## src/source/raster_pkg.sv

```systemverilog
package raster_pkg;

    // Edge setup and pixel coordinates
    typedef logic signed [15:0] coeff_t;
    typedef logic [15:0] coord_t;

    // Holds a*x + b*y + c for full-range inputs
    typedef logic signed [35:0] edge_val_t;

    // Bit 0 (x,y), bit 1 (x+1,y), bit 2 (x,y+1), bit 3 (x+1,y+1)
    typedef logic [3:0] mask_t;
    typedef logic [15:0] pid_t;

    // AXI4-Lite host port
    typedef logic [7:0] axi_addr_t;
    typedef logic [31:0] axi_data_t;
    typedef logic [1:0] axi_resp_t;

    localparam axi_resp_t RESP_OKAY = 2'b00;
    localparam axi_resp_t RESP_SLVERR = 2'b10;

    // Register byte offsets, one edge per row of three
    localparam axi_addr_t REG_E0_A = 8'h00;
    localparam axi_addr_t REG_E0_B = 8'h04;
    localparam axi_addr_t REG_E0_C = 8'h08;
    localparam axi_addr_t REG_E1_A = 8'h0C;
    localparam axi_addr_t REG_E1_B = 8'h10;
    localparam axi_addr_t REG_E1_C = 8'h14;
    localparam axi_addr_t REG_E2_A = 8'h18;
    localparam axi_addr_t REG_E2_B = 8'h1C;
    localparam axi_addr_t REG_E2_C = 8'h20;

    // x in 15:0, y in 31:16
    localparam axi_addr_t REG_TILE = 8'h24;
    localparam axi_addr_t REG_PID = 8'h28;

    // Write bit 0 starts, read gives busy and queue not empty
    localparam axi_addr_t REG_CTRL = 8'h2C;

endpackage

```

## src/source/raster_quad_queue.sv

```systemverilog
`timescale 1ns/1ps

module raster_quad_queue
    import raster_pkg::*;
#(
    parameter int QUEUE_DEPTH = 4
) (
    input  logic   clk,
    input  logic   reset,
    input  logic   push_valid,
    input  coord_t push_x,
    input  coord_t push_y,
    input  mask_t  push_mask,
    input  pid_t   push_pid,
    input  logic   quad_ready,
    output logic   full,
    output logic   nonempty,
    output logic   quad_valid,
    output coord_t quad_x,
    output coord_t quad_y,
    output mask_t  quad_mask,
    output pid_t   quad_pid
);

    localparam int PW = (QUEUE_DEPTH > 1) ? $clog2(QUEUE_DEPTH) : 1;
    localparam int CNTW = $clog2(QUEUE_DEPTH + 1);

    coord_t x_mem [QUEUE_DEPTH];
    coord_t y_mem [QUEUE_DEPTH];
    mask_t mask_mem [QUEUE_DEPTH];
    pid_t pid_mem [QUEUE_DEPTH];

    logic [PW-1:0] wr_ptr;
    logic [PW-1:0] rd_ptr;
    logic [CNTW-1:0] count;
    logic do_push;
    logic do_pop;

    function automatic logic [PW-1:0] next_ptr(logic [PW-1:0] ptr);
        return (ptr == PW'(QUEUE_DEPTH - 1)) ? '0 : ptr + 1'b1;
    endfunction

    assign full = (count == CNTW'(QUEUE_DEPTH));
    assign quad_valid = (count != '0);
    assign nonempty = quad_valid;

    assign do_push = push_valid && !full;
    assign do_pop = quad_valid && quad_ready;

    // Head entry is the stream output
    assign quad_x = x_mem[rd_ptr];
    assign quad_y = y_mem[rd_ptr];
    assign quad_mask = mask_mem[rd_ptr];
    assign quad_pid = pid_mem[rd_ptr];

    always_ff @(posedge clk) begin
        if (do_push) begin
            x_mem[wr_ptr] <= push_x;
            y_mem[wr_ptr] <= push_y;
            mask_mem[wr_ptr] <= push_mask;
            pid_mem[wr_ptr] <= push_pid;
        end
    end

    always_ff @(posedge clk) begin
        if (reset) begin
            wr_ptr <= '0;
            rd_ptr <= '0;
            count <= '0;
        end else begin
            if (do_push) wr_ptr <= next_ptr(wr_ptr);
            if (do_pop) rd_ptr <= next_ptr(rd_ptr);
            // Simultaneous push and pop leaves the count alone
            if (do_push && !do_pop) begin
                count <= count + 1'b1;
            end else if (do_pop && !do_push) begin
                count <= count - 1'b1;
            end
        end
    end

endmodule

```

## config.mk

```make
export PLATFORM = sky130hd
export DESIGN_NAME = raster_quad_queue
export DESIGN_NICKNAME = d
export VERILOG_FILES = /design/src/source/raster_pkg.sv /design/src/source/raster_quad_queue.sv
export SDC_FILE = /design/constraint.sdc
export NUM_CORES = 1
export LEC_CHECK = 0
export ABC_AREA = 1
export ABC_CLOCK_PERIOD_IN_PS = 6400
export BUFFER_PORTS_ARGS = -buffer_cell sky130_fd_sc_hd__clkbuf_2
export CAP_MARGIN = 20
export CELL_PAD_IN_SITES_DETAIL_PLACEMENT = 0
export CELL_PAD_IN_SITES_GLOBAL_PLACEMENT = 1
export CORE_ASPECT_RATIO = 1.2
export CORE_MARGIN = 2
export CORE_UTILIZATION = 52
export CTS_BUF_LIST = sky130_fd_sc_hd__clkbuf_8 sky130_fd_sc_hd__clkbuf_16
export CTS_CLUSTER_SIZE = 14
export DETAILED_ROUTE_END_ITERATION = 7
export PLACE_DENSITY_LB_ADDON = 0.1
export RECOVER_POWER = 50
export REMOVE_ABC_BUFFERS = 1
export SLEW_MARGIN = 40
export SYNTH_ARGS = -nofsm -noshare
export SYNTH_HDL_FRONTEND = slang
export SYNTH_SLANG_ARGS = --single-unit
```

## constraint.sdc

```tcl
create_clock -name clk -period 6.4 [get_ports clk]
set_input_delay 0.64 -clock clk [delete_from_list [all_inputs] [get_ports clk]]
set_output_delay 0.64 -clock clk [all_outputs]
set_load 0.01 [all_outputs]
```

## Word level (Yosys, flattened, before mapping)

Memory sizes are Yosys's and may differ from the RTL's. A register that Yosys moved wholly into a read port is not among the register bits.
Index checks and enable logic that the tools add are counted.

- Bits in registers: 7
- Memory bits (writable): 208
- Input port bits: 56
- Output and inout bits: 55
- Logic and storage cells: 37
- Memories kept: 4

- $add $sub $neg: 4
- Equality and inequality tests: 3
- Mux-type cells: 14
- Reductions and logical operators: 9

Memory list:

| memory | depth | bits a word | rd ports | clocked after Yosys merged registers in | wr ports | line | source |
|---|---|---|---|---|---|---|---|
| pid_mem | 4 | 16 | 1 | 1 | 1 | raster_quad_queue.sv:31 | `pid_t pid_mem [QUEUE_DEPTH];` |
| x_mem | 4 | 16 | 1 | 1 | 1 | raster_quad_queue.sv:28 | `coord_t x_mem [QUEUE_DEPTH];` |
| y_mem | 4 | 16 | 1 | 1 | 1 | raster_quad_queue.sv:29 | `coord_t y_mem [QUEUE_DEPTH];` |
| mask_mem | 4 | 4 | 1 | 1 | 1 | raster_quad_queue.sv:30 | `mask_t mask_mem [QUEUE_DEPTH];` |

Operators with widths:

| cell | number |
|---|---|
| $mux W2 | 10 |
| $mux W3 | 2 |
| $add A2 B1 Y2 const B | 2 |
| $eq A2 B2 Y1 const B | 2 |
| $logic_and A1 B1 Y1 | 4 |
| $add A3 B1 Y3 const B | 1 |
| $eq A3 B3 Y1 const B | 1 |
| $logic_not A1 Y1 | 3 |
| $reduce_bool A3 Y1 | 1 |
| $sub A3 B1 Y3 const B | 1 |
| $mux W1 | 2 |
| $reduce_bool A2 Y1 | 1 |

## Logic depth before layout (Yosys ltp)

- Word-level depth: 7
- Gate-level depth with buffers: 13
- Mapped depth without buffers: 13

## Least setup slack after synthesis

OpenSTA, ideal clock, no wires.

- Path kind: input to register
- From: input port push_valid
- To: memory mask_mem[0][0] in the netlist's numbering, enable pin
- Setup time: 0.462 ns
- Arrival: 2.934 ns
- Data required time: 5.938 ns
- Setup slack: 3.004 ns
- Stages: 2
- Buffers on the path: 0
- Path through: nand2_1 nor2_1

- Cells in the longest elaborated chain, start to end: 3

Ends and longest elaborated chain:

| element | line | source |
|---|---|---|
| from (decl) | raster_quad_queue.sv:10 | `input logic push_valid,` |
| $logic_and A1 B1 Y1 | raster_quad_queue.sv:47 | `assign do_push = push_valid && !full;` |
| $mux W1 | raster_quad_queue.sv:57 | `if (do_push) begin` |
| $mux W1 (not written as such) | raster_quad_queue.sv:60 | `mask_mem[wr_ptr] <= push_mask;` |
| to (decl) | raster_quad_queue.sv:30 |  |

No other way between the ends.

==> results.cfg <==
[drt]
vias = 4934
viasPerCell = 5.434
first_pass_iters = 4
wl_um = 16890
antenna_left = 0
drt-initial-drc-count = 380
avgRoutedWirePerCell_um = 18.60
drc = 0

[power]
peakVddDrop_mv = 0.3781
powerDensity_mw_per_mm2 = 415.7
p_leak_nw = 3.377

[clock_tree]
ctsResizeCount = 0
clk-insertion-delay-late_ns = 0.50
clock-root-buffer = clkbuf_16
htree_num_levels = 1
cts_tree = yes
path_clk_slew_ns = 0.06
clk_path_buf_depth = 3
cts_hold_buf = 0
numCtsBuffers = 22
cts_setup_buffers = 0
cts_sinks = 217

[global_routing]
grt_pass1_vias = 5159
track_usage_pct = 19.41
grt_pass1_wl_um = 26650
grt_max_degree = 56
gr-total-overflow = 0
antenna_found_initial = 1

[yosys]
yosys_warnings = 0
ys_seq_area_share_pct = 73.32
ys_top_cells_by_count = edfxtp_1 (208), o21ai_0 (91), nor2_1 (79)
synth_most_common_cell = edfxtp_1
yosysTopAreaCell = edfxtp_1
synth_area_per_cell_um2 = 15.30
synth_area_mm2 = 0.008765
syn_inst = 573
synthDistinctLibCells = 24
netlist.area_leader.share_pct = 71.26
ys.flop_type = edfxtp_1
ys_ff_latch = 217
synthTopCellsByArea = edfxtp_1 (71%), o22ai_2 (5.4%), o21ai_0 (5.2%)
async_flop_share_pct = 0
synth-edff-count = 208

[timing]
fin_crit_sh_pct = 53.93
slew_headroom_pct = -34.71
tightest_slew_ns = 2.013
rsz0062_at_grt = no
hold_viol = 0
drv_slew = 42
finClkSkew_ns = 0.01907
fmaxAchievable_mhz = 289.7
setup_viol = 0
finalSetupTns_ns = 0
min_period_ns = 3.452

[worst_setup_path]
r2r_slack_ns = 2.96
cpPeakStageDelay_ns = 0.59
path_delay_family = buffers and inverters
path_max_fanout = 55
crit_type = reg -> out
worstPathArrival_ns = 2.81
cp-start-kind = flop
cp_slowest_cell = buf_6
required_ns = 5.76
endpoint_kind = output port
crit_chain = buf_12 -> inv_6 -> buf_6 -> o21ai_0 -> o22ai_2 -> clkbuf_2
critPathBufInv = 4

[status]
violations = capacitance limit, slew limit
status = finished, violations left

[run]
maxCapViolCount = 2

[finish]
synthToLayoutAreaGrowth_pct = 14.05
final_nets = 744
fin_util_pct = 60.01
drive_gt1_share_pct = 25.00
antennaDiodeCount = 0

[floorplan]
ios = 111
die_y_um = 146.2
die_w_um = 122.5
initial_core_util_pct = 52.62
rows = 52
core_area_mm2 = 0.01666
die_area_mm2 = 0.01791

[min_path]
hp-class = in -> reg

[place]
dp_hpwl_um = 9526
gp_congestion = 0.7192
portBuffers = 110
## cells in the final DEF (no fill, tap or decap), drive strengths merged
cell type  count
fa             1
nand3          2
nor2         119
clkbuf       132
nand2         14
o21ai        105
nand3b         2
ha             6
clkinv         9
inv           21
a21oi          3
nand4          1
o22ai         52
edfxtp       208
xor2           1
dfxtp          9
buf            7
## sequential cells by signal, summed over array words and instances, names as in the netlist, named ones only
register and flops:
pid_mem 64, x_mem 64, y_mem 64, mask_mem 16, count 3, rd_ptr 2
wr_ptr 2
## layout make-up
type	instances	area (um2)
clock buffer	22	550.5
sequential	217	6434
multi-input combinational	306	2036
inverter	17	71.32
tap	216	270.3
timing repair buffer	117	563.0
fill	1360	6660
clock inverter	13	71.32
## worst paths after layout
kind | start | endpoint | cells after the start
worst max-delay path | flop | quad_y[14] | 6
worst min-delay path | reset | count[0] | 2
worst max register to register | count[0] | pid_mem[0][4] | 5
worst min register to register | rd_ptr[1] | flop | 2
## worst reg2reg max path, stage by stage, from the launching register on
cell and delay, ns:
dfxtp_1 0.39, nor2_1 0.07, nand2_1 0.18, nand2_1 0.21, nor2_1 1.53, buf_4 0.67
## routing by layer
| layer | GRT usage (%) | vias to the layer above | part of all wire [%] |
|---|---|---|---|
| met4 | 6.609 | 2 | 2.4 |
| li1 | - | 2343 | - |
| met3 | 3.633 | 31 | 4.8 |
| met5 | 0 | - | 0.095 |
| met1 | 24.24 | 2448 | 41 |
| met2 | 33.75 | 110 | 51 |
## cell families (layout without fill, tap and decap cells)
kind of cell	count (synthesis)	after routing	share of synthesized area, %
compound gates	160	160	12.59
xor+xnor	1	1	0.09995
fa+ha+maj	7	7	1.085
buf+inv	50	169	3.540
flops	217	217	73.32
simple gates	138	138	9.365
## power by group
part	internal [W]	leakage (nW)	switching [W]
registers	0.00174	1.98	0.0000951
logic	0.000429	1.08	0.000782
clock network	0.000622	0.320	0.000489
total	0.00279	3.38	0.00137
## stage by stage
step	total power, W	area, um2	cells	hold WS (ns)	worst slack [ns]
6_report	0.004155	9996	908	0.3088	2.948
5_1_grt	0.004391	9996	908	0.3054	2.654
4_1_cts	0.004225	10090	908	0.2968	2.943
3_5_place_dp	0.003114	9465	873	0.5074	3.494
3_3_place_gp	0.003053	9417	871	0.4989	3.049
2_1_floorplan	0.002621	8518	540	0.4827	1.733
Power figures use the tool's default switching activity.
