===== config.mk =====
export PLATFORM = sky130hd
export DESIGN_NAME = raster_csr
export DESIGN_NICKNAME = d
export VERILOG_FILES = /design/src/source/raster_pkg.sv /design/src/source/raster_csr.sv
export SDC_FILE = /design/constraint.sdc
export NUM_CORES = 1
export LEC_CHECK = 0
export BUFFER_PORTS_ARGS = -buffer_cell sky130_fd_sc_hd__buf_2
export CORE_MARGIN = 3
export CORE_UTILIZATION = 56
export CTS_CLUSTER_SIZE = 25
export DETAILED_ROUTE_END_ITERATION = 12
export PLACE_DENSITY = 0.95
export SYNTH_ARGS = -nofsm -noshare
export SYNTH_HDL_FRONTEND = slang
export SYNTH_SLANG_ARGS = --single-unit

===== constraint.sdc =====
create_clock -name clk -period 4.4 [get_ports clk]
set_input_delay 0.88 -clock clk [delete_from_list [all_inputs] [get_ports clk]]
set_output_delay 0.88 -clock clk [all_outputs]
set_load 0.005 [all_outputs]

===== src/source/raster_pkg.sv =====
package raster_pkg;

    // Edge setup and pixel coordinates
    typedef logic signed [15:0] coeff_t;
    typedef logic [15:0] coord_t;

    // Holds a*x + b*y + c for full-range inputs
    typedef logic signed [35:0] edge_val_t;

    // Bit 0 (x,y), bit 1 (x+1,y), bit 2 (x,y+1), bit 3 (x+1,y+1)
    typedef logic [3:0] mask_t;
    typedef logic [15:0] pid_t;

    // AXI4-Lite host port
    typedef logic [7:0] axi_addr_t;
    typedef logic [31:0] axi_data_t;
    typedef logic [1:0] axi_resp_t;

    localparam axi_resp_t RESP_OKAY = 2'b00;
    localparam axi_resp_t RESP_SLVERR = 2'b10;

    // Register byte offsets, one edge per row of three
    localparam axi_addr_t REG_E0_A = 8'h00;
    localparam axi_addr_t REG_E0_B = 8'h04;
    localparam axi_addr_t REG_E0_C = 8'h08;
    localparam axi_addr_t REG_E1_A = 8'h0C;
    localparam axi_addr_t REG_E1_B = 8'h10;
    localparam axi_addr_t REG_E1_C = 8'h14;
    localparam axi_addr_t REG_E2_A = 8'h18;
    localparam axi_addr_t REG_E2_B = 8'h1C;
    localparam axi_addr_t REG_E2_C = 8'h20;

    // x in 15:0, y in 31:16
    localparam axi_addr_t REG_TILE = 8'h24;
    localparam axi_addr_t REG_PID = 8'h28;

    // Write bit 0 starts, read gives busy and queue not empty
    localparam axi_addr_t REG_CTRL = 8'h2C;

endpackage


===== src/source/raster_csr.sv =====
`timescale 1ns/1ps

module raster_csr
    import raster_pkg::*;
(
    input  logic      clk,
    input  logic      reset,
    // AXI4-Lite write channels
    input  logic      awvalid,
    output logic      awready,
    input  axi_addr_t awaddr,
    input  logic      wvalid,
    output logic      wready,
    input  axi_data_t wdata,
    input  logic [3:0] wstrb,
    output logic      bvalid,
    input  logic      bready,
    output axi_resp_t bresp,
    // AXI4-Lite read channels
    input  logic      arvalid,
    output logic      arready,
    input  axi_addr_t araddr,
    output logic      rvalid,
    input  logic      rready,
    output axi_data_t rdata,
    output axi_resp_t rresp,
    // Status from walker and queue
    input  logic      busy,
    input  logic      nonempty,
    // Command to walker
    output logic      start,
    output coeff_t    e0_a,
    output coeff_t    e0_b,
    output coeff_t    e0_c,
    output coeff_t    e1_a,
    output coeff_t    e1_b,
    output coeff_t    e1_c,
    output coeff_t    e2_a,
    output coeff_t    e2_b,
    output coeff_t    e2_c,
    output coord_t    tile_x,
    output coord_t    tile_y,
    output pid_t      pid
);

    logic wr_fire;
    logic wr_commit;
    logic rd_fire;
    axi_data_t rd_data;
    axi_resp_t rd_resp;

    function automatic axi_data_t sext(coeff_t v);
        return {{16{v[15]}}, v};
    endfunction

    // Word aligned and inside the register window
    function automatic logic is_mapped(axi_addr_t addr);
        return (addr[1:0] == 2'b00) && (addr <= REG_CTRL);
    endfunction

    assign wr_fire = awready && awvalid && wvalid;
    // Partial strobes are accepted but change nothing
    assign wr_commit = wr_fire && (wstrb == 4'hF);
    assign rd_fire = arready && arvalid;

    assign start = wr_commit && (awaddr == REG_CTRL) && wdata[0] && !busy;

    // Handshake state
    always_ff @(posedge clk) begin
        if (reset) begin
            awready <= 1'b0;
            wready <= 1'b0;
            bvalid <= 1'b0;
            arready <= 1'b0;
            rvalid <= 1'b0;
        end else begin
            awready <= awvalid && wvalid && !bvalid && !awready;
            wready <= awvalid && wvalid && !bvalid && !awready;
            arready <= arvalid && !rvalid && !arready;
            if (wr_fire) begin
                bvalid <= 1'b1;
            end else if (bvalid && bready) begin
                bvalid <= 1'b0;
            end
            if (rd_fire) begin
                rvalid <= 1'b1;
            end else if (rvalid && rready) begin
                rvalid <= 1'b0;
            end
        end
    end

    always_ff @(posedge clk) begin
        if (wr_fire) begin
            bresp <= is_mapped(awaddr) ? RESP_OKAY : RESP_SLVERR;
        end
        if (rd_fire) begin
            rdata <= rd_data;
            rresp <= rd_resp;
        end
    end

    // Register file
    always_ff @(posedge clk) begin
        if (reset) begin
            e0_a <= '0;
            e0_b <= '0;
            e0_c <= '0;
            e1_a <= '0;
            e1_b <= '0;
            e1_c <= '0;
            e2_a <= '0;
            e2_b <= '0;
            e2_c <= '0;
            tile_x <= '0;
            tile_y <= '0;
            pid <= '0;
        end else if (wr_commit) begin
            case (awaddr)
                REG_E0_A: e0_a <= wdata[15:0];
                REG_E0_B: e0_b <= wdata[15:0];
                REG_E0_C: e0_c <= wdata[15:0];
                REG_E1_A: e1_a <= wdata[15:0];
                REG_E1_B: e1_b <= wdata[15:0];
                REG_E1_C: e1_c <= wdata[15:0];
                REG_E2_A: e2_a <= wdata[15:0];
                REG_E2_B: e2_b <= wdata[15:0];
                REG_E2_C: e2_c <= wdata[15:0];
                REG_TILE: begin
                    tile_x <= wdata[15:0];
                    tile_y <= wdata[31:16];
                end
                REG_PID: pid <= wdata[15:0];
                default: ;
            endcase
        end
    end

    // Read mux, unmapped offsets give zero data
    always_comb begin
        rd_data = '0;
        rd_resp = RESP_OKAY;
        case (araddr)
            REG_E0_A: rd_data = sext(e0_a);
            REG_E0_B: rd_data = sext(e0_b);
            REG_E0_C: rd_data = sext(e0_c);
            REG_E1_A: rd_data = sext(e1_a);
            REG_E1_B: rd_data = sext(e1_b);
            REG_E1_C: rd_data = sext(e1_c);
            REG_E2_A: rd_data = sext(e2_a);
            REG_E2_B: rd_data = sext(e2_b);
            REG_E2_C: rd_data = sext(e2_c);
            REG_TILE: rd_data = {tile_y, tile_x};
            REG_PID: rd_data = {16'h0000, pid};
            REG_CTRL: rd_data = {30'd0, nonempty, busy};
            default: rd_resp = RESP_SLVERR;
        endcase
    end

endmodule


Word-level counts from Yosys, hierarchy flattened
Cells that the tools add are included.

Register bits after elaboration: 232. Input bits: 61. Memories kept: 0. Logic and storage cells: 87. Output and inout port bits: 234. Latch bits: 0. Bits in writable memories: 0. ROM bits: 0.

Magnitude comparators: 1. $mul: 0. Reduce and logical (&&, ||, !) cells: 37. Equality and inequality tests: 23. Shifts and indexed selects: 0. Add/subtract/negate cells: 0. Mux-type cells: 7. Div/mod/pow operators: 0. Bitwise logic cells: 0.

Operators by type and width (count): 32-bit one-hot mux with 12 select lines (1); 8-bit by 5-bit == test with 1-bit output (second input constant) (8); 8-bit by 6-bit == test with 1-bit output (second input constant) (8); 8-bit by 4-bit == test with 1-bit output (second input constant) (4); 2-bit AND reduction (11); 8-bit by 3-bit == test with 1-bit output (second input constant) (2); 8-bit zero test (2); 1-bit logical AND (15); 12-bit OR reduction (1); 8-bit by 6-bit <= comparator with 1-bit output (second input constant) (1); 1-bit zero test (5); 4-bit == test (second input constant) (1); 1-bit two-way mux (4); 2-bit two-way mux (2); 2-bit nonzero test (2); 2-bit zero test (1).

Logic depth before layout (Yosys ltp)
Gate-level depths: netlist of run 1.

Depth after elaboration: 6. Mapped depth: 7. Depth with buffers taken out: 5.

Worst setup path after synthesis of run 1
OpenSTA, ideal clock, no wires.

Path type: input to output. Start point: input port awvalid. End point: output port start. Path slack: 1.759 ns. Stages on the path: 5. Required time: 3.520 ns. Path buffers: 1. Arrival: 1.761 ns. Path through: nand3_1 > inv_1 > buf_2 > nand3b_1 > nor4_1.

Cells in the longest elaborated chain, start to end: 6.

Ends and longest elaborated chain: start, declared (line raster_csr.sv:9) `input logic awvalid,`; 1-bit logical AND (2 in series) (line raster_csr.sv:61) `assign wr_fire = awready && awvalid && wvalid;`; net wr_fire (line raster_csr.sv:46) `logic wr_fire;`; 1-bit logical AND (line raster_csr.sv:63) `assign wr_commit = wr_fire && (wstrb == 4'hF);`; 1-bit logical AND (3 in series) (line raster_csr.sv:66) `assign start = wr_commit && (awaddr == REG_CTRL) && wdata[0] && !busy;`; end, declared (line raster_csr.sv:31) `output logic start,`.

The timed path passes the listed nets, and every way through them passes these cells.

Worst setup path in the final report of run 1
Start point: input port awvalid. End point: output port start.

Cells in the longest elaborated chain, start to end: 6.

Ends and longest elaborated chain (line): 1-bit logical AND (2 in series) (raster_csr.sv:61); 1-bit logical AND (raster_csr.sv:63); 1-bit logical AND (3 in series) (raster_csr.sv:66).

No other way between the ends.

==> results.md, run 1 <==
- Clock transition at the registers of the reported paths: 60 ps
- Synth Flop Type: dfxtp_1
- VDD IR-drop max: 370 uV
- Count of cell types in the netlist: 54
- Via count: 9271
- Setup violators final: 0
- Global placement routability congestion: 0.990
- Final TNS setup: 0 ps
- Hold Violations, Final: 0
- Die Ht: 139 um
- Post-CTS setup buffer count: 0
- Cell area power density: 359 nW/um^2
- H-tree levels: 1
- Net Sw Power: 0.000968 W
- Syn_area_per_cell: 9.65 sq um
- Cells along the critical path: buf_2 -> nand3_1 -> inv_1 -> nand3b_1 -> nor4_1 -> buf_2
- Register area share after synthesis: 0.496
- All-Layer GR Usage: 0.338
- Crit path max-delay family: buffers and inverters
- Seq pwr share: 0.486
- Clock Root Buffer: clkbuf_16
- Dpl hpwl: 24300 um
- Share of cells above drive strength 1: 0.299
- DRT iter0 DRCs: 1245
- Total power: 0.00439 W
- Period Utilization, post-route: 0.669
- Ys async rst share: 0
- Area growth syn-to-layout: 22.9%
- CP Data Required Time: 3520 ps
- CTS Buf Count: 24
- Rel. slew slack: 0.206
- Pre-CTS worst setup slack: 1270 ps
- CTS tree: done
- Largest net degree at the start of global routing: 105
- Post-synth EDFFs: 34
- Core area: 17400 sq um
- Input/output buffers: 292
- Yosys warns: 0
- Final Cell Area: 12200 sq um
- Static leakage: 6.21 nW
- Internal cell power: 0.00343 W
- Cells resized by post-CTS repair: 0
- Placed Area: 11400 sq um
- Largest stage delay, worst path: 430 ps
- CP Buf/Inv Count: 3
- Latest clock arrival within the worst-skew pair: 510 ps
- CP most frequent cell: buf_2
- # Max-Cap Violations: 0
- Die W: 139 um
- Avg WL per Cell: 22.6 um
- Number of global-route vias before repair: 8800
- Net Sw Frac: 0.220
- Final net count: 1336
- Crit path time final: 2940 ps
- CP Max Fanout: 15
- Achievable Freq: 340 MHz
- First-pass GRT wire length: 52400 um
- Drt drc: 0
- Diodes inserted: 0
- # hold bufs at CTS: 0
- Worst Clk Skew: 9.38 ps
- Remaining Overflow, GRT: 0
- Post-Syn Area: 9960 sq um
- Worst Hold Class: reg -> reg
- Clock share of power: 0.472
- CP endpoint kind: output pin
- DRT antenna net count: 0
- Clock sink total: 230
- Clock Path Buffers: 3
- Worst EP arrival: 2060 ps
- Row count: 48
- Final wirelength: 34400 um
- Vias per cell: 6.11
- Max reg flops: 32
- Initial DRT Pass Iterations: 7
- Max Slew Vio Count: 0
- Final WS setup: 1460 ps
- Starting Density: 0.574
- Reg with most FFs: rdata
- Status: finished, final reports clean
- Pin slew with the least headroom to its limit: 1190 ps
- Startpoint Class: input pin
- Die area: 19400 sq um
- Cell count after synthesis: 1033
- Slowest CP cell: inv_1
- Critical path class: in -> out
- IO Count: 295
- Yosys reg bits: 230
- Unrepaired setup endpoints after global routing: no
- Combinational power share: 0.042
- Antenna violations before repair: 0
## synth_stat cells, types with 2 or more instances
library cell	count	area, sq um
nand4_2	6	75.1
buf_4	4	30.0
nor4bb_1	6	60.1
nor4_2	3	37.5
nor3_1	7	35.0
nor2_1	135	507
or4_1	3	22.5
a221oi_1	4	35.0
a211o_1	4	35.0
nand3_1	13	65.1
o211ai_1	3	22.5
o32ai_1	2	17.5
dfxtp_1	196	3920
o22ai_1	6	37.5
and4_1	4	35.0
nand2_1	177	664
clkbuf_1	58	218
o32a_1	3	30.0
and3_1	5	31.3
mux2i_1	147	1470
edfxtp_1	34	1020
inv_1	4	15.0
or4b_1	4	40.0
nor4b_1	5	43.8
a32oi_1	2	17.5
mux4_2	9	203
or3_1	3	18.8
a22o_1	3	26.3
mux2_2	25	282
a2bb2oi_1	3	26.3
nor4_1	5	31.3
o21ai_0	5	25.0
nor2b_1	5	31.3
nand4_1	6	37.5
and2_1	4	25.0
buf_2	23	115
a21oi_1	68	340
buf_1	3	11.3
a22oi_1	21	158
## per-stage QoR
stage,std cells,utilization,hold slack (ps)
2_1_floorplan,1034,-,441
3_3_place_gp,1474,0.659,429
3_5_place_dp,1474,0.659,441
4_1_cts,1518,0.705,449
5_1_grt,1518,0.705,475
6_report,1518,0.705,450
## layout make-up
cell class              instances  area (sq um)
fillers                      1277          5110
well taps                     225           282
repair buffers                304          1570
flip-flops and latches        230          4940
inverters                       4          15.0
multi-input cells             711          4620
clock inverters                 8          90.1
clock buffers                  36           717
## kinds of logic (layout without fill, tap and decap cells)
logic type,Yosys count,after routing,synth area share
compound gates,131,131,0.0838
buf+inv,93,352,0.0402
flops,230,230,0.496
mux,181,181,0.196
other cells,1,2,0.000376
simple gates,397,397,0.183
## final timing paths
path | start | endpoint | slack (ps) | cells after the start
setup reg to reg | wready$_SDFF_PP0_ | e1_a[5]$_SDFFE_PP0P_ | 1920 | 5
hold reg to reg | rvalid$_SDFFE_PP0P_ | arready$_SDFF_PP0_ | 450 | 1
hold / removal | rvalid$_SDFFE_PP0P_ | arready$_SDFF_PP0_ | 450 | 1
setup / recovery | awvalid | start | 1460 | 6
## cells in the final DEF (no fill, tap or decap), drive strengths merged, types with 7 or more instances in the layout
master,netlist,final
nand3,13,13
mux4,9,9
dfxtp,196,196
nor2,135,135
mux2i,147,147
nor4,9,9
buf,31,304
nand4,12,12
nand2,177,177
a22oi,21,21
edfxtp,34,34
clkbuf,58,36
mux2,25,25
nor3,7,7
a21oi,68,68
## per-layer routing
metal  track usage  wire (um)  part of all wire
met5             0          0                 0
met4         0.117       1210             0.035
met3        0.0814       4050              0.12
met2         0.551      16300              0.47
met1         0.442      12900              0.37
## worst register-to-register path: cells and delay by family (launching register included)
family                 cells  cell delay (ps)
AND/OR/NAND/NOR            3             1040
multiplexers               1              490
flip-flops                 1              370
buffers and inverters      1              430
## power groups by stage
stage	Sequential (W)	Combinational [W]	Clock [W]
after detailed placement	0.00218	0.000179	0
after global placement	0.00218	0.000177	0
final	0.00214	0.000186	0.00207
after global routing	0.00213	0.000195	0.00217
after CTS	0.00214	0.000180	0.00208
after floorplan	0.00218	0.000107	0
Power figures use the tool's default switching activity.
==> run 2, diff against run 1 <==
CORE_UTILIZATION = 47   (was 56)
PLACE_DENSITY = 0.88   (was 0.95)
clock period = 2.65 ns   (was 4.4 ns; I/O delays follow)
==> run 2 against run 1 <==
  * Register-to-register slack lost 1200 ps
  * Clock power up 61%
  * Power grew 64%
  * Non-clock buffer count up 30
  * Flip-flop and latch count stayed put
  * Critical path depth is 1 lower
  * Via count up 0.91%
  * Global-route usage shrank 4.2 points
  * Combinational power increased by 79%
  * Count of clock-buffer cells in the layout down 3
  * Die area increased by 18%
==> results.md, run 2 (synthesis gave the netlist of run 1 again) <==
- Status: finished, final reports clean
- Most common cell after layout, fill and taps aside: buf_2
- Row count: 52 (+8.3%)
- VDD IR-drop max: 410 uV (+11%)
- Fill count: 1661 (+30%)
- Global placement routability congestion: 0.959 (-3.2%)
- Unrepaired setup endpoints after global routing: no
- CTS tree: done
- Dpl hpwl: 25800 um (+6.4%)
- First-pass GRT wire length: 52500 um (+0.37%)
- Combinational power share: 0.046 (+0.004)
- Achievable Freq: 419 MHz
- H-tree levels: 1 (unchanged)
- Worst EP arrival: 1860 ps (-200 ps)
- Clock transition at the registers of the reported paths: 60 ps (about the same)
- Post-CTS setup buffer count: 0 (unchanged)
- Cell area power density: 577 nW/um^2 (+61%)
- CP Data Required Time: 2120 ps (-1400 ps)
- Initial DRT Pass Iterations: 6 (-1)
- Fin cells: 1592 (+4.9%)
- Number of global-route vias before repair: 8703 (-1.1%)
- CTS Buf Count: 25 (+4.2%)
- Clock sink total: 230 (unchanged)
- Clock Path Buffers: 3 (unchanged)
- Die area: 23000 sq um (+18%)
- Critical path class: reg -> out
- Internal cell power: 0.00562 W (+64%)
- Worst Clk Skew: 14.9 ps (+5.53 ps)
- Layout Utilization: 0.609 (-0.0962)
- # Max-Cap Violations: 0 (unchanged)
- Core area: 20600 sq um (+18%)
- Crit path time final: 2390 ps
- Input/output buffers: 292 (unchanged)
- Clock share of power: 0.463 (-0.009)
- Final wirelength: 35600 um (+3.7%)
- Final TNS setup: 0 ps (unchanged)
- Drt drc: 0 (unchanged)
- DRT antenna net count: 0 (unchanged)
- Max Slew Vio Count: 0 (unchanged)
- CP endpoint kind: output pin
- Commonest non-fill, non-tap cells in the layout: 291 x buf_2, 196 x dfxtp_1, 177 x nand2_1
- Startpoint Class: flop
- Static leakage: 6.34 nW (+2.1%)
- Avg WL per Cell: 22.4 um (-1.1%)
- IO Count: 295 (unchanged)
- Period Utilization, post-route: 0.901
- CP Max Fanout: 10 (-5)
- Share of cells above drive strength 1: 0.315 (+0.0156)
- Net Sw Frac: 0.221 (+0.00112)
- Die W: 152 um (+8.8%)
- Worst Hold Class: in -> reg
- Worst R2R Path Depth: 5 (unchanged)
- Die Ht: 152 um (+8.8%)
- Starting Density: 0.485 (-0.0894)
- Largest net degree at the start of global routing: 78 (-26%)
- Seq pwr share: 0.491 (+0.005)
- Max reg flops: 32 (unchanged)
- All-Layer GR Usage: 0.296 (-0.0419)
- Antenna violations before repair: 1 (+1)
- DRT iter0 DRCs: 1208 (-3.0%)
- Setup violators final: 0 (unchanged)
- Pin slew with the least headroom to its limit: 918 ps (-271 ps)
- Rel. slew slack: 0.380 (+0.174)
- Remaining Overflow, GRT: 0 (unchanged)
- Net Sw Power: 0.00160 W (+65%)
- Hold Path Cell Cnt: 3 (+2)
- Via count: 9355 (+0.91%)
- DP Cell Count: 1549 (+5.1%)
- Reg with most FFs: rdata
- Area growth syn-to-layout: 25.7%
- # hold bufs at CTS: 0 (unchanged)
- Clock Root Buffer: clkbuf_16
- Latest clock arrival within the worst-skew pair: 520 ps (about the same)
- Vias per cell: 5.88 (-3.8%)
- Cells resized by post-CTS repair: 0 (unchanged)
- Hold Violations, Final: 0 (unchanged)
- Final net count: 1367 (+2.3%)
==> run 2: power by group through the flow <==
| stage | sequential [W] | clock (W) | combinational [W] |
|---|---|---|---|
| finish | 0.00355 | 0.00334 | 0.000333 |
| detailed placement | 0.00362 | 0 | 0.000321 |
| global route | 0.00354 | 0.00352 | 0.000350 |
| global placement | 0.00362 | 0 | 0.000316 |
| floorplan | 0.00362 | 0 | 0.000178 |
| CTS | 0.00355 | 0.00336 | 0.000323 |
==> run 2: layout make-up <==
type | count | area [sq um] | share of cell area
Inverter | 4 | 15.0 | 0.00120
Sequential cell | 230 | 4940 | 0.395
Clock inverter | 9 | 101 | 0.00809
Timing Repair Buffer | 334 | 1820 | 0.145
Tap cell | 270 | 338 | 0.0270
Clock buffer | 33 | 676 | 0.0540
Multi-Input combinational cell | 711 | 4620 | 0.369
Antenna cell | 1 | 2.50 | 0.000200
==> run 2: worst max-delay path: stages (launching register included) <==
cell and delay [ps]:
dfxtp_1 360, nand3_1 200, inv_1 300, nand3b_1 120, nor4_1 210, buf_2 150
==> run 2: stage by stage <==
stage               area, sq um  hold WS [ps]  setup WS, ps  power [W]
floorplan                  9970           441           439    0.00380
global placement          11700           425           353    0.00394
detailed placement        11700           434           290    0.00394
CTS                       12500           248           268    0.00723
global route              12500           267           180    0.00741
finish                    12500           262           264    0.00722
==> run 2: final timing paths <==
| check | to | from | slack, ps |
|---|---|---|---|
| max | start | wready$_SDFF_PP0_ | 260 |
| max reg2reg | rdata[15]$_DFFE_PP_ | e2_b[15]$_SDFFE_PP0P_ | 730 |
| min reg2reg | arready$_SDFF_PP0_ | arready$_SDFF_PP0_ | 440 |
| min | wready$_SDFF_PP0_ | wvalid | 260 |
==> run 2: per-layer routing <==
metal,vias to the layer above,part of all wire,routed length (um),GRT usage
met3,109,0.13,4530,0.0797
met1,4409,0.37,13300,0.388
met5,-,0.00036,13,0
met2,670,0.46,16200,0.473
met4,2,0.043,1520,0.106
li1,4165,-,-,-
==> run 3, diff against run 2 <==
CORE_UTILIZATION = 56   (was 47)
PLACE_DENSITY = 0.95   (was 0.88)
clock period = 2.8 ns   (was 2.65 ns; I/O delays follow)
==> run 3 against run 2 <==
  * Clock power is 5% lower
  * Die area down 15%
  * Register-to-register slack got worse by 390 ps
  * Sequential share of layout area increased by 0.47 points
  * Power is 5.3% lower
  * Hold slack improved by 24 ps
  * Design area shrank 1.2%
  * Global-route usage up 4.5 points
  * Critical endpoint unchanged
==> results.md, run 3 (synthesis gave the netlist of run 1 again) <==
- Status: finished, final reports clean
- Min-delay src: wdata[22]
- Fin Hold WS: 286 ps (+24.1 ps)
- Input/output buffers: 292 (unchanged)
- Cells resized by post-CTS repair: 0 (unchanged)
- Number of global-route vias before repair: 8896 (+2.2%)
- Cell area power density: 553 nW/um^2 (-4.1%)
- Dpl hpwl: 24800 um (-3.8%)
- Drt drc: 0 (unchanged)
- Final wirelength: 35000 um (-1.9%)
- Clock Root Buffer: clkbuf_16
- Cells along the critical path: nand3_1 -> inv_1 -> nand3b_1 -> nor4_1 -> buf_2
- Global placement routability congestion: 1.03 (+6.9%)
- IO Count: 295 (unchanged)
- CTS Buf Count: 24 (-4.0%)
- Max reg flops: 32 (unchanged)
- Die area: 19400 sq um (-15%)
- Clock Path Buffers: 3 (unchanged)
- CP Max Fanout: 15 (+5)
- Initial DRT Pass Iterations: 6 (unchanged)
- Commonest non-fill, non-tap cells in the layout: 291 x buf_2, 196 x dfxtp_1, 177 x nand2_1
- Clock transition at the registers of the reported paths: 60 ps (about the same)
- Critical path class: reg -> out
- CTS tree: done
- DRT iter0 DRCs: 1197 (-0.91%)
- CP Buf/Inv Count: 2 (unchanged)
- All-Layer GR Usage: 0.341 (+0.0454)
- Reg with most FFs: rdata
- # Max-Cap Violations: 0 (unchanged)
- Final TNS setup: 0 ps (unchanged)
- Combinational power share: 0.045 (about the same)
- First element of the critical path: wready$_SDFF_PP0_
- First-pass GRT wire length: 52800 um (+0.54%)
- Crit path time final: 2570 ps
- Fill count: 1246 (-25%)
- Achievable Freq: 389 MHz
- Pin slew with the least headroom to its limit: 1220 ps (+304 ps)
- Clock sink total: 230 (unchanged)
- Final net count: 1354 (-0.95%)
- # hold bufs at CTS: 0 (unchanged)
- Final Cell Area: 12400 sq um (-1.2%)
- Die Ht: 139 um (-8.1%)
- Die W: 139 um (-8.1%)
- Total power: 0.00684 W (-5.3%)
- Placed Area: 11600 sq um (-1.4%)
- Unrepaired setup endpoints after global routing: no
- Starting Density: 0.574 (+0.0894)
- Slowest CP cell: inv_1
- Via count: 9314 (-0.44%)
- Avg WL per Cell: 22.7 um (+1.6%)
- Core area: 17400 sq um (-16%)
- Row count: 48 (-7.7%)
- Vias per cell: 6.06 (+3.1%)
- Largest stage delay, worst path: 430 ps (+70 ps)
- Rel. slew slack: 0.184 (-0.196)
- Most common cell after layout, fill and taps aside: buf_2
- Period Utilization, post-route: 0.918
- Largest net degree at the start of global routing: 91 (+17%)
- Startpoint Class: flop
- Area growth syn-to-layout: 24.2%
- VDD IR-drop max: 493 uV (+20%)
- Worst Hold Class: in -> reg
- Static leakage: 6.29 nW (-0.83%)
- Pre-CTS worst setup slack: 167 ps (-123 ps)
- Net Sw Power: 0.00153 W (-4.2%)
- Post-CTS setup buffer count: 0 (unchanged)
- Crit path max-delay family: buffers and inverters
- CP Data Required Time: 2240 ps (+120 ps)
- FF-to-FF Start: wready$_SDFF_PP0_
- Latest clock arrival within the worst-skew pair: 530 ps (about the same)
- Setup violators final: 0 (unchanged)
- Hold Violations, Final: 0 (unchanged)
- Net Sw Frac: 0.224 (+0.00243)
- Seq pwr share: 0.491 (about the same)
- Share of cells above drive strength 1: 0.307 (-0.00828)
- Remaining Overflow, GRT: 0 (unchanged)
- Max Slew Vio Count: 0 (unchanged)
- Final WS setup: 229 ps (-34.4 ps)
- DRT antenna net count: 0 (unchanged)
- CP endpoint kind: output pin
- Clock share of power: 0.464 (about the same)
- H-tree levels: 1 (unchanged)
- Antenna violations before repair: 2 (+1)
- Worst Clk Skew: 17.2 ps (+2.24 ps)
- Internal cell power: 0.00531 W (-5.6%)
- Worst EP arrival: 2010 ps (+150 ps)
## run 3: power by group through the flow
stage / clock, W / sequential, W / combinational [W]
5_1_grt: 0.00331 / 0.00335 / 0.000319
4_1_cts: 0.00319 / 0.00336 / 0.000299
2_1_floorplan: 0 / 0.00343 / 0.000168
3_3_place_gp: 0 / 0.00343 / 0.000293
6_report: 0.00317 / 0.00336 / 0.000309
3_5_place_dp: 0 / 0.00343 / 0.000298
## run 3: worst min-delay path, cell delays in order
cell     delay [ps]
buf_2            90
nand2_1          40
a21oi_1          50
## run 3: through the flow
stage / instances / util
after global placement: 1492 / 0.667
after floorplan: 1034 / -
after detailed placement: 1492 / 0.667
after global routing: 1538 / 0.713
after CTS: 1536 / 0.713
final: 1538 / 0.713
## run 3: layout make-up
| type | count | area [sq um] | area share |
|---|---|---|---|
| diodes | 2 | 5.00 | 0.000404 |
| clock inverters | 13 | 119 | 0.00961 |
| multi-input cells | 711 | 4620 | 0.374 |
| well taps | 225 | 282 | 0.0228 |
| repair buffers | 322 | 1720 | 0.139 |
| clock buffers | 31 | 668 | 0.0540 |
| inverters | 4 | 15.0 | 0.00121 |
| flip-flops and latches | 230 | 4940 | 0.400 |
## run 3: layer usage
layer | share of wire | GRT usage | up-vias | routed length, um
li1 | - | - | 4136 | -
met1 | 0.37 | 0.431 | 4360 | 13000
met2 | 0.47 | 0.562 | 687 | 16300
met3 | 0.11 | 0.0753 | 131 | 3800
met4 | 0.053 | 0.156 | 0 | 1850
met5 | 0 | 0 | - | 0
## run 3: final timing paths
path	slack, ps	endpoint	depth (start not counted)
max	230	start	5
min	290	tile_y[6]$_SDFFE_PP0P_	3
max reg2reg	340	e1_b[10]$_SDFFE_PP0P_	5
min reg2reg	450	wready$_SDFF_PP0_	1
